`config.mk`:
```
export PLATFORM = sky130hd
export DESIGN_NAME = decFront
export DESIGN_NICKNAME = d
export VERILOG_FILES = /design/src/design/decFrontPkg.sv /design/src/design/decFetchPort.sv /design/src/design/decOpRepXg3.sv /design/src/design/decOpQueue.sv /design/src/design/decFront.sv
export SDC_FILE = /design/constraint.sdc
export NUM_CORES = 1
export LEC_CHECK = 0
export CAP_MARGIN = 0
export CORE_MARGIN = 5
export CORE_UTILIZATION = 63
export DETAILED_ROUTE_END_ITERATION = 8
export DONT_BUFFER_PORTS = 1
export GPL_TIMING_DRIVEN = 0
export PLACE_DENSITY = 0.83
export RECOVER_POWER = 100
export SLEW_MARGIN = 20
export SYNTH_ARGS = -nofsm -noshare
export SYNTH_HDL_FRONTEND = slang
export SYNTH_SLANG_ARGS = --single-unit
```
`constraint.sdc`:
```
create_clock -name clock -period 3.5 [get_ports clock]
set_input_delay 0.175 -clock clock [delete_from_list [all_inputs] [get_ports clock]]
set_output_delay 0.175 -clock clock [all_outputs]
set_load 0.02 [all_outputs]
```
`src/design/decFrontPkg.sv`:
```
/*
  Shared types for the decoder front end.
  Instruction word and marker tag typedefs, the fetch request and
  decoder word structs, the flush marker word and the default
  queue depth.
 */

`default_nettype none

package decFrontPkg;

	// one instruction word, XG3RV or XG2 encoding.
	typedef logic [31:0] istrWordT;

	// marker tag carried next to each word.
	typedef logic [1:0] mTagT;

	// word offered by the fetch unit.
	typedef struct packed
	{
		istrWordT istrWord;	// raw word.
		logic isXg3;		// word is in XG3RV encoding.
		logic isFlush;		// replace with flush marker.
	} fetchReqT;

	// word handed to the decoder.
	typedef struct packed
	{
		istrWordT istrWord;	// repacked or passed word.
		mTagT mTag;			// 1 when repacked or flushed.
	} decWordT;

	// marker word standing in for a flushed slot.
	localparam istrWordT FlushWord = 32'h3030_F000;

	// queue depth used unless the top level overrides it.
	localparam int QueueDepthDef = 4;

endpackage

`default_nettype wire

```
`src/design/decFetchPort.sv`:
```
/*
  Fetch side receiver.
  Four-phase req/ack handshake with a single ack flip-flop.
  Captures the offered fetch struct and pulses capValid when
  the queue has room.
 */

`timescale 1ns/1ps
`default_nettype none

module decFetchPort
(
	input logic clock,
	input logic rstN,
	input logic req,
	input decFrontPkg::fetchReqT fetchReq,
	output logic ack,
	input logic full,
	output logic capValid,
	output decFrontPkg::fetchReqT capReq
);

	logic accept;

	// new request, not yet acked, and a free slot.
	assign accept = req && !ack && !full;

	// handshake control.
	always_ff @(posedge clock)
	begin
		if (!rstN)
		begin
			ack <= 1'b0;
			capValid <= 1'b0;
		end
		else
		begin
			capValid <= accept;	// one cycle push strobe.
			if (accept)
			begin
				ack <= 1'b1;
			end
			else if (!req)
			begin
				ack <= 1'b0;	// release once fetch drops req.
			end
		end
	end

	// captured fetch struct.
	always_ff @(posedge clock)
	begin
		if (accept)
		begin
			capReq <= fetchReq;
		end
	end

	// once acked, ack holds for as long as fetch keeps req up.
	property pAckHeld;
		@(posedge clock) disable iff (!rstN)
		(ack && req) |=> ack;
	endproperty

	aAckHeld: assert property (pAckHeld)
	else
		$error("decFetchPort: ack dropped while req still high");

	// fetch keeps req and its word steady until ack rises.
	property pReqHeld;
		@(posedge clock) disable iff (!rstN)
		(req && !ack) |=> (req && $stable(fetchReq));
	endproperty

	aReqHeld: assert property (pReqHeld)
	else
		$error("decFetchPort: req or fetch word changed before ack");

endmodule

`default_nettype wire

```
`src/design/decOpRepXg3.sv`:
```
/*
  XG3RV to XG2 instruction repackager.
  Builds the F0, F1, F8 and FE field layouts, picks one by bits 4:2,
  and applies the mode and flush overrides together with the tag.
 */

`timescale 1ns/1ps
`default_nettype none

module decOpRepXg3
(
	input decFrontPkg::fetchReqT capReq,
	output decFrontPkg::decWordT repWord
);

	import decFrontPkg::*;

	localparam logic [1:0] LayF0 = 2'd0;
	localparam logic [1:0] LayF1 = 2'd1;
	localparam logic [1:0] LayF8 = 2'd2;
	localparam logic [1:0] LayFE = 2'd3;

	istrWordT w;
	logic pSel;
	logic [4:0] modeBits;
	logic [1:0] laySel;
	istrWordT layF0;
	istrWordT layF1;
	istrWordT layF8;
	istrWordT layFE;
	istrWordT laySelWord;

	assign w = capReq.istrWord;

	// predicate bit, depends on the 16/32 bit form.
	always_comb
	begin
		if (!w[1])
		begin
			pSel = w[0];
		end
		else
		begin
			pSel = (w[4:3] == 2'b11);
		end
	end

	// mode field common to every layout.
	assign modeBits = {w[1], w[4], pSel, w[3:2]};

	// register form, high immediate bits.
	assign layF0 =
	{
		w[15:12], w[5], w[10], w[20], w[26], w[25:22], w[31:28],
		~w[11], ~w[21], ~w[27], modeBits, w[9:6], w[19:16]
	};

	// register form, alternate immediate order.
	assign layF1 =
	{
		w[15:12], w[5], w[10], w[20], w[30:27], w[26], w[25:22],
		~w[11], ~w[21], ~w[31], modeBits, w[9:6], w[19:16]
	};

	// upper half kept as is.
	assign layF8 =
	{
		w[31:16],
		~w[11], ~w[15], ~w[5], modeBits,
		w[14:12], w[10], w[9:6]
	};

	// upper half kept, low byte pair swapped down.
	assign layFE =
	{
		w[31:16],
		~w[7], ~w[6], ~w[5], modeBits,
		w[15:8]
	};

	// layout choice from bits 4:2.
	always_comb
	begin
		unique case (w[4:2])
			3'b000, 3'b011, 3'b101: laySel = LayF0;
			3'b001, 3'b010: laySel = LayF1;
			3'b100: laySel = LayF8;
			default: laySel = LayFE;	// 110 and 111.
		endcase
	end

	always_comb
	begin
		unique case (laySel)
			LayF0: laySelWord = layF0;
			LayF1: laySelWord = layF1;
			LayF8: laySelWord = layF8;
			default: laySelWord = layFE;
		endcase
	end

	// flush wins over mode; 32-bit XG3 words (low bits 11) pass.
	always_comb
	begin
		if (capReq.isFlush)
		begin
			repWord.istrWord = FlushWord;
			repWord.mTag = mTagT'(1);
		end
		else if (capReq.isXg3 && (w[1:0] != 2'b11))
		begin
			repWord.istrWord = laySelWord;
			repWord.mTag = mTagT'(1);
		end
		else
		begin
			repWord.istrWord = w;
			repWord.mTag = mTagT'(0);
		end
	end

endmodule

`default_nettype wire

```
`src/design/decOpQueue.sv`:
```
/*
  Circular queue of repacked words toward the decoder.
  Read and write pointers with an occupancy count, full for
  back-pressure on the fetch side and valid/ready on the output.
 */

`timescale 1ns/1ps
`default_nettype none

module decOpQueue
#(
	parameter int QueueDepth = decFrontPkg::QueueDepthDef
)
(
	input logic clock,
	input logic rstN,
	input logic push,
	input decFrontPkg::decWordT pushWord,
	output logic full,
	output logic outValid,
	input logic outReady,
	output decFrontPkg::decWordT outWord
);

	import decFrontPkg::*;

	localparam int PtrW = $clog2(QueueDepth);
	localparam int CntW = $clog2(QueueDepth + 1);

	typedef logic [PtrW-1:0] ptrT;
	typedef logic [CntW-1:0] cntT;

	decWordT mem [QueueDepth];
	ptrT rdPtr;
	ptrT wrPtr;
	cntT count;
	logic doPush;
	logic doPop;

	// pointers wrap on their own, so depth must be a power of two.
	if ((QueueDepth < 2) || ((QueueDepth & (QueueDepth - 1)) != 0))
	begin : gDepthCheck
		$error("decOpQueue: QueueDepth must be a power of two of at least 2");
	end

	assign full = (count == cntT'(QueueDepth));
	assign outValid = (count != '0);
	assign outWord = mem[rdPtr];

	assign doPush = push && !full;
	assign doPop = outValid && outReady;

	// storage, payload only.
	always_ff @(posedge clock)
	begin
		if (doPush)
		begin
			mem[wrPtr] <= pushWord;
		end
	end

	always_ff @(posedge clock)
	begin
		if (!rstN)
		begin
			rdPtr <= '0;
			wrPtr <= '0;
			count <= '0;
		end
		else
		begin
			if (doPush)
				wrPtr <= wrPtr + ptrT'(1);
			if (doPop)
				rdPtr <= rdPtr + ptrT'(1);
			case ({doPush, doPop})
				2'b10: count <= count + cntT'(1);
				2'b01: count <= count - cntT'(1);
				default: count <= count;	// none, or both at once.
			endcase
		end
	end

	// the fetch port must hold off while the queue is full.
	aNoPushFull: assert property (@(posedge clock) disable iff (!rstN)
		push |-> !full)
	else
		$error("decOpQueue: push while full");

	// stalled output keeps both valid and data.
	aOutHeld: assert property (@(posedge clock) disable iff (!rstN)
		(outValid && !outReady) |=> (outValid && $stable(outWord)))
	else
		$error("decOpQueue: output changed while stalled");

endmodule

`default_nettype wire

```
`src/design/decFront.sv`:
```
/*
  Decoder front end top level.
  Fetch port, XG3 repackager and output queue wired in a chain.
 */

`timescale 1ns/1ps
`default_nettype none

module decFront
#(
	parameter int QueueDepth = decFrontPkg::QueueDepthDef
)
(
	input logic clock,
	input logic rstN,
	input logic req,
	input decFrontPkg::fetchReqT fetchReq,
	output logic ack,
	output logic outValid,
	input logic outReady,
	output decFrontPkg::decWordT outWord
);

	import decFrontPkg::*;

	logic full;
	logic capValid;
	fetchReqT capReq;
	decWordT repWord;

	// handshake and capture.
	decFetchPort uFetch
	(
		.clock(clock),
		.rstN(rstN),
		.req(req),
		.fetchReq(fetchReq),
		.ack(ack),
		.full(full),
		.capValid(capValid),
		.capReq(capReq)
	);

	// zero-cycle repack of the captured word.
	decOpRepXg3 uRep
	(
		.capReq(capReq),
		.repWord(repWord)
	);

	decOpQueue #(
		.QueueDepth(QueueDepth)
	) uQueue
	(
		.clock(clock),
		.rstN(rstN),
		.push(capValid),
		.pushWord(repWord),
		.full(full),
		.outValid(outValid),
		.outReady(outReady),
		.outWord(outWord)
	);

endmodule

`default_nettype wire

```
* Word level (Yosys, flattened, before mapping)
Memories as Yosys holds them, arrays and structs flattened. A register that Yosys moved wholly into a read port is not among the register bits. Cells that the tools add are included.
Word-level totals: bits in registers 43, RAM bits 136, input port bits 38, output and inout port bits 36, memories 1
Cells by class: $add $sub $neg 4, equal/unequal tests 13, multiplexer cells 12, bitwise logic cells 8, reductions and logical operators 13
Memories:
- uQueue.mem | words 4, bits a word 34, rd ports 1, clocked after Yosys merged registers in 1, write ports 1, line decOpQueue.sv:33 | decWordT mem [QueueDepth];
Operator list (number):
- $pmux W32 S3 | 1
- $mux W34 | 2
- $eq A3 B3 Y1 const B | 3
- $not A1 Y1 | 8
- $eq A2 B2 Y1 const B | 3
- $eq A3 B2 Y1 const B | 2
- $pmux W2 S3 | 1
- $pmux W3 S2 | 1
- $logic_and A1 B1 Y1 | 5
- $mux W1 | 5
- $add A2 B1 Y2 const B | 2
- $eq A2 B1 Y1 const B | 2
- $mux W2 | 2
- $add A3 B1 Y3 const B | 1
- $eq A3 B1 Y1 const B | 1
- $logic_not A3 Y1 | 1
- $reduce_bool A3 Y1 | 1
- $reduce_or A3 Y1 | 1
- $sub A3 B1 Y3 const B | 1
- $logic_not A1 Y1 | 2
- $logic_not A2 Y1 | 1
- $ne A2 B1 Y1 const B | 1
- $ne A2 B2 Y1 const B | 1
- $reduce_bool A2 Y1 | 1
- $reduce_or A2 Y1 | 1

* Logic depth before layout (Yosys ltp)
Gate-level depths: netlist of run 1.
depth after elaboration 7, depth in mapped cells 9

* Hierarchy
Synthesis of run 1 repeated with hierarchy kept, for this count alone.
Unflattened totals: cells, all modules 453, area, all modules 7672.4 sq um
By module, submodules not included:
- decOpQueue | times used 1, cells each 230, area each 5452.7 sq um, sequential area each 4264.1 sq um
- decOpRepXg3 | times used 1, cells each 182, area each 1127.3 sq um, sequential area each 0.0 sq um
- decFetchPort | times used 1, cells each 41, area each 1092.3 sq um, sequential area each 1061.0 sq um

* Worst setup path before layout of run 1
No wires, ideal clock.
kind register -> register, from register uQueue.count[0], to register uQueue.count[2], setup time 76 ps, arrival time 2078 ps, required time 3424 ps, setup slack 1347 ps, stages on the path, launching flop included 10, buffers on the path 1, cells stage by stage dfxtp_1 -> or3b_1 -> clkbuf_2 -> nand2_2 -> ha_1 -> inv_1 -> fa_1 -> xor2_1 -> or3_1 -> a21boi_0
Between the ends: longest elaborated chain between the ends 5, elaborated cells on any way between the ends 11
Ends and longest elaborated chain:
- start, declared | line decOpQueue.sv:36 | cntT count;
- start signal, assigned | line decOpQueue.sv:77 | 2'b10: count <= count + cntT'(1);
- start signal, assigned | line decOpQueue.sv:78 | 2'b01: count <= count - cntT'(1);
- start signal, assigned | line decOpQueue.sv:79 | default: count <= count;
- $eq A3 B3 Y1 | line decOpQueue.sv:46 | assign full = (count == cntT'(QueueDepth));
- $logic_not A1 Y1 | line decOpQueue.sv:50 | assign doPush = push && !full;
- $logic_and A1 B1 Y1 | line decOpQueue.sv:50
- $eq A2 B1 Y1 / $eq A2 B2 Y1 (equally long branches) | line decOpQueue.sv:76 | case ({doPush, doPop})
- $pmux W3 S2 / $reduce_bool A2 Y1 (equally long branches)
Parallel ways exist; a longest one is shown, timed or not. A chain may end at the register's enable or synchronous reset.

==> impl_metrics.json, run 1 <==
{
  "utilization": 0.744,
  "ys_types": 51,
  "syn_inst": 424,
  "gp_congestion": 0.904,
  "cp.arrival_ns": 2.97,
  "antenna_found_initial": 0,
  "io_buffers": 0,
  "grt_pass1_wl_um": 23900,
  "layout-drive-gt1-share": 0.155,
  "status": "finished with violations",
  "syn-cell-area_um2": 7320,
  "min_period_over_period": 0.789,
  "coreArea_um2": 11400,
  "cts_max_path_buffers": 2,
  "rsz0062_at_grt": "no",
  "cts_tree": "built",
  "root_buffer": "clkbuf_16",
  "setup_viol": 0,
  "grt_max_degree": 36,
  "failed_checks": "capacitance limit, slew limit",
  "wl_per_cell_um": 24.3,
  "critPathMaxFanout": 10,
  "synth-main-ff-cell": "edfxtp_1",
  "clock_latency_ns": 0.43,
  "path_class": "flop to flop",
  "path_cells": "clkbuf_1, nor2b_4, buf_6, o21ai_0, clkbuf_1, nand2_1, a21oi_1",
  "ys_ff_latch": 177,
  "clkTransAtPathRegs_ns": 0.06,
  "drt_iter0_markers": 565,
  "post-synth-top-count-cell": "edfxtp_1",
  "max-cap-violations": 1,
  "dp_slack_ns": 1.16,
  "slew_headroom": -0.0886,
  "fill_cells": 681,
  "cts-buffers-inserted": 17,
  "synth_top_area_cell": "edfxtp_1",
  "async_flop_share": 0,
  "hold_viol": 0,
  "hold_path.class": "input pin to flop",
  "final_nets": 527,
  "synth_edf_count": 166,
  "area_growth_pct": 16.0,
  "syn-mean-instance-area_um2": 17.3,
  "fmax_mhz": 362,
  "grt_pass1_vias": 4147,
  "max_stage_delay_ns": 0.64,
  "rows": 39,
  "final_cells": 639,
  "worst_ep_required_time_ns": 3.70,
  "cp-start-kind": "flop",
  "diodes": 0,
  "power.density_nw_per_um2": 659,
  "place_area_um2": 7590,
  "pin_count": 74,
  "viasPerCell": 6.53,
  "yosysSeqAreaShare": 0.711,
  "skew_ns": 0.00722,
  "die_w_um": 118,
  "drc": 0,
  "fin_crit_ns": 2.76,
  "dp_hpwl_um": 9690,
  "h-tree-depth": 4,
  "worst_pin_slew_ns": 1.63,
  "gr-usage-all-layers": 0.230,
  "slew_viol_final": 36,
  "p_total_mw": 5.60,
  "ir_drop_v": 0.000548,
  "num_vias": 4175,
  "clock_sinks": 177,
  "die_y_um": 118,
  "postRouteAntennaNets": 0,
  "drt_first_pass_iters": 5,
  "stdcell_area_um2": 8490,
  "p_leak_nw": 2.78,
  "setup_slack_ns": 0.739,
  "dp_cells": 571,
  "start_util": 0.641,
  "wirelength_um": 15500,
  "yosysWarningCount": 0,
  "synth_top_area_share": 0.681,
  "slowest_stage": "o21ai_0",
  "fin_setup_tns_ns": 0,
  "end_kind": "flop",
  "crit_top_cell": "clkbuf_1",
  "dieArea_um2": 13900,
  "synth_area_leaders": "edfxtp_1 (68%), mux4_2 (10%), dfxtp_1 (3.0%), nand2_1 (1.9%), a221oi_1 (1.3%)",
  "synth_fp_nets": 468,
  "synthTopCellsByCount": "edfxtp_1 (166), nand2_1 (38), mux4_2 (33)",
  "whs_ns": 0.207,
  "overflow": 0
}
## routing by layer
metal	vias up	track usage	wire (um)
met5	-	0	0
met2	252	0.378	8010
li1	1798	-	-
met4	0	0.0896	359
met1	2093	0.294	5900
met3	32	0.0615	1260
## worst paths after layout
kind | startpoint | endpoint | slack, ns | cells after the start
max | uFetch.capReq[5]$_DFFE_PP_ | uQueue.mem[1][32]$_DFFE_PP_ | 0.74 | 7
min reg2reg | uQueue.wrPtr[1]$_SDFFE_PN0P_ | uQueue.wrPtr[1]$_SDFFE_PN0P_ | 0.52 | 2
min | outReady | uQueue.rdPtr[0]$_SDFFE_PN0P_ | 0.21 | 3
max reg2reg | uFetch.capReq[5]$_DFFE_PP_ | uQueue.mem[1][32]$_DFFE_PP_ | 0.74 | 7
## flip-flops by register name, indices dropped and copies added (netlist names), named ones only
name	cells
uQueue.mem	132
uQueue.wrPtr	2
uQueue.count	3
uFetch.capReq	34
uFetch.ack	1
uFetch.capValid	1
uQueue.rdPtr	2
## cell usage in the layout (no fill, tap or decap), drive strengths merged, types with 6 or more instances in the layout
cell           n
dfxtp         11
dlygate4sd3   36
buf           14
a211oi         9
nand2b         6
nand2         39
a221oi        11
nor2          16
edfxtp       166
clkbuf        38
nand3b         6
a21oi         14
o21ai          8
and2           8
inv            8
and3           7
nand3          6
mux4          33
## power breakdown
| part | internal, mW | switching [mW] |
|---|---|---|
| Sequential | 2.49 | 0.0842 |
| Combinational | 0.409 | 0.666 |
| Clock | 1.19 | 0.751 |
## cells by family (layout without fill, tap and decap cells)
| logic type | Yosys count | after routing | share of synthesized area |
|---|---|---|---|
| flip-flops | 177 | 177 | 0.711 |
| other | 1 | 1 | 0.000512 |
| buffers and inverters | 33 | 105 | 0.0244 |
| AO/OA/AOI/OAI | 66 | 66 | 0.0675 |
| AND/OR/NAND/NOR | 98 | 98 | 0.0689 |
| multiplexers | 37 | 37 | 0.107 |
| XOR/XNOR | 6 | 6 | 0.00974 |
| adder cells (fa/ha/maj) | 6 | 6 | 0.0113 |
## critical path, delay by kind of cell, from the launching register on
| kind | cells | cell delay, ns |
|---|---|---|
| DFF | 1 | 0.31 |
| and+or+nand+nor | 2 | 0.20 |
| buffers and inverters | 3 | 1.03 |
| AOI/OAI and AO/OA | 2 | 0.99 |
## area by class of cell
cell class,count,area (um2),area share
flip-flops and latches,177,5200,0.613
multi-input cells,214,1910,0.225
clock buffers,22,444,0.0523
repair buffers,40,440,0.0519
well taps,143,179,0.0211
clock inverters,10,159,0.0187
plain buffers,26,131,0.0155
inverters,7,26.3,0.00309
## timing repair
item | CTS | global route
endpoints found under the hold margin | 45 | 0
hold buffers | 36 | 0
resized for setup | 0 | 0
buffers inserted | 0 | 0
No activity file was read; power rests on OpenSTA's default activity.
==> run 2, diff against run 1 <==
--- a/config.mk
+++ b/config.mk
@@ -5,13 +5,14 @@
 export SDC_FILE = /design/constraint.sdc
 export NUM_CORES = 1
 export LEC_CHECK = 0
+export ABC_AREA = 1
 export CAP_MARGIN = 0
 export CORE_MARGIN = 5
-export CORE_UTILIZATION = 63
+export CORE_UTILIZATION = 57
 export DETAILED_ROUTE_END_ITERATION = 8
 export DONT_BUFFER_PORTS = 1
 export GPL_TIMING_DRIVEN = 0
-export PLACE_DENSITY = 0.83
+export PLACE_DENSITY = 0.79
 export RECOVER_POWER = 100
 export SLEW_MARGIN = 20
 export SYNTH_ARGS = -nofsm -noshare
==> constraint.sdc (replaced) <==
create_clock -name clock -period 2.35 [get_ports clock]
set_input_delay 0.1175 -clock clock [delete_from_list [all_inputs] [get_ports clock]]
set_output_delay 0.1175 -clock clock [all_outputs]
set_load 0.02 [all_outputs]
==> run 2 against run 1 <==
Compared with the run above: the run now ends clean; sequential cell count unchanged; sequential power is 52% higher; final cell count up 34%; via count up 21%; power grew 62%; critical path depth decreased by 2; clock-buffer cell count decreased by 5; register-to-register slack got worse by 0.58 ns; sequential share of layout area shrank 1.4 points; setup slack got worse by 0.63 ns; largest power group unchanged; highest routed layer unchanged.
==> impl_metrics.json, run 2 <==
{
  "syn-cell-area_um2": 7270,
  "status": "completed",
  "io_buffers": 0,
  "drt_iter0_markers": 512,
  "ys_types": 27,
  "post-synth-top-count-cell": "edfxtp_1",
  "wirelength_um": 17300,
  "final_cells": 855,
  "hold_viol": 0,
  "syn_inst": 609,
  "dieArea_um2": 15100,
  "worst_ep_required_time_ns": 2.23,
  "wl_per_cell_um": 20.2,
  "fin_setup_tns_ns": 0,
  "area_growth_pct": 19.6,
  "path_buf_inv": 3,
  "worst_pin_slew_ns": 1.20,
  "pin_count": 74,
  "diodes": 0,
  "viasPerCell": 5.91,
  "cp.arrival_ns": 2.13,
  "die_y_um": 123,
  "setup_slack_ns": 0.104,
  "rr_worst_depth": 5,
  "fmax_mhz": 445,
  "synth_top_area_cell": "edfxtp_1",
  "ir_drop_v": 0.000775,
  "dp_cells": 785,
  "cp.depth": 5,
  "cts-buffers-inserted": 17,
  "overflow": 0,
  "post_cts.repair.setup_buffers": 0,
  "rows": 41,
  "synthTopCellsByCount": "edfxtp_1 (166), nor2_1 (84), o21ai_0 (83)",
  "synth_top_area_share": 0.686,
  "final_cell_mix": "edfxtp_1 (166), o21ai_0 (89), nor2_1 (80), nand2_1 (58), inv_1 (49)",
  "num_vias": 5057,
  "grt_pass1_vias": 4949,
  "postRouteAntennaNets": 0,
  "start_util": 0.578,
  "synth_fp_nets": 653,
  "die_w_um": 123,
  "path_class": "flop to output port",
  "grt_pass1_wl_um": 26600,
  "h-tree-depth": 4,
  "layout-drive-gt1-share": 0.107,
  "max_stage_delay_ns": 0.48,
  "coreArea_um2": 12600,
  "reg_top3": "uQueue.mem: 132 flops, uFetch.capReq: 34 flops, uQueue.count: 3 flops",
  "whs_ns": 0.306,
  "final_nets": 714,
  "crit_end": "outWord[3]",
  "grt_max_degree": 35,
  "antenna_found_initial": 0,
  "stdcell_area_um2": 8690,
  "final_common_cell": "edfxtp_1",
  "yosysWarningCount": 0,
  "rsz0062_at_grt": "no",
  "root_buffer": "clkbuf_16",
  "utilization": 0.692,
  "clock_sinks": 177,
  "ys_ff_latch": 177,
  "path_cells": "inv_1, clkbuf_1, buf_2, nor2_1, o22ai_1",
  "min_period_over_period": 0.956,
  "drc": 0,
  "cts_max_path_buffers": 2,
  "r2r-start": "uQueue.count[0]$_SDFFE_PN0P_",
  "drt_first_pass_iters": 5,
  "synth_area_leaders": "edfxtp_1 (69%), o21ai_0 (5.7%), nor2_1 (4.3%), o22ai_1 (3.4%), nand2_1 (3.0%)",
  "gr-usage-all-layers": 0.239,
  "largest_reg_flops": 132,
  "crit_family": "buffers and inverters",
  "gp_congestion": 0.902,
  "dp_hpwl_um": 11200,
  "power.density_nw_per_um2": 1040,
  "clkTransAtPathRegs_ns": 0.06,
  "cts_tree": "built",
  "async_flop_share": 0,
  "slew_headroom": 0.197,
  "place_area_um2": 7620,
  "slew_viol_final": 0,
  "clock_latency_ns": 0.44,
  "end_kind": "output port",
  "hold_path.class": "input pin to flop",
  "r2r_end": "uQueue.mem[2][32]$_DFFE_PP_",
  "synth_edf_count": 166,
  "synth-main-ff-cell": "edfxtp_1",
  "skew_ns": 0.0107,
  "p_leak_nw": 3.13,
  "critPathMaxFanout": 10,
  "r2r_setup_slack_ns": 0.16,
  "syn-mean-instance-area_um2": 11.9,
  "setup_viol": 0,
  "slowest_stage": "o22ai_1",
  "fin_crit_ns": 2.25,
  "top_register": "uQueue.mem",
  "max-cap-violations": 0,
  "p_total_mw": 9.08,
  "cp-start-kind": "flop",
  "yosysSeqAreaShare": 0.716,
  "dp_slack_ns": 0.0740
}
==> run 2: cell count changes in the layout (fill, tap and decap cells not counted), moves of 9 or more <==
cell and change:
o21ai_0 +81, nor2_1 +64, inv_1 +42, mux4_2 -33, o22ai_1 +27, a21oi_1 +21, nand2_1 +19, o22ai_2 +11
a221oi_1 -10, a211oi_1 -9
==> run 2: logic make-up (layout without fill, tap and decap cells) <==
| logic type | Yosys count | count (layout) | synth area share |
|---|---|---|---|
| AOI/OAI and AO/OA | 175 | 175 | 0.132 |
| adders and majority gates | 6 | 6 | 0.0114 |
| buffers and inverters | 81 | 155 | 0.0448 |
| DFF | 177 | 177 | 0.716 |
| other | 1 | 1 | 0.000516 |
| and+or+nand+nor | 169 | 169 | 0.0952 |
==> run 2: worst reg2reg max path: stages (launching register included) <==
cell and delay, ns:
dfxtp_1 0.36, inv_1 0.10, nand3_1 0.14, nand2_2 0.17
nor2_2 0.85, buf_16 0.25
==> run 2: where the power goes <==
group          leakage [nW]  switching, mW  internal [mW]
registers              1.62          0.126           3.78
logic                  1.20           1.55          0.507
clock network         0.313           1.21           1.90
total                  3.13           2.89           6.19
==> run 2: cell type report <==
type / count / area (um2)
timing repair buffer: 42 / 490
clock buffer: 17 / 425
sequential: 177 / 5200
buffer: 29 / 130
fill: 865 / 3870
clock inverter: 15 / 226
inverter: 52 / 195
tap: 172 / 215
multi-input combinational: 351 / 1810
==> run 2: per-layer routing <==
| metal | up-vias | share of wire | track usage |
|---|---|---|---|
| li1 | 2313 | - | - |
| met1 | 2443 | 0.39 | 0.306 |
| met2 | 260 | 0.50 | 0.394 |
| met3 | 41 | 0.079 | 0.0508 |
| met4 | 0 | 0.030 | 0.113 |
| met5 | - | 0 | 0 |
==> run 2: what timing repair did <==
item | 4_1_cts | 5_1_grt
endpoints found under the setup margin | 8 | 28
hold buffers | 38 | 0
endpoints found under the hold margin | 45 | 0
gates resized for setup | 8 | 12
==> run 2: worst min path at each step <==
stage / from / end / slack [ns] / depth (start not counted)
6_report: fetchReq[18] / uFetch.capReq[18]$_DFFE_PP_ / 0.31 / 1
5_1_grt: fetchReq[18] / uFetch.capReq[18]$_DFFE_PP_ / 0.29 / 1
4_1_cts: fetchReq[13] / uFetch.capReq[13]$_DFFE_PP_ / 0.29 / 1
3_5_place_dp: fetchReq[4] / uFetch.capReq[4]$_DFFE_PP_ / 0.22 / 0
3_3_place_gp: fetchReq[32] / uFetch.capReq[32]$_DFFE_PP_ / 0.22 / 0
2_1_floorplan: fetchReq[0] / uFetch.capReq[0]$_DFFE_PP_ / 0.22 / 0
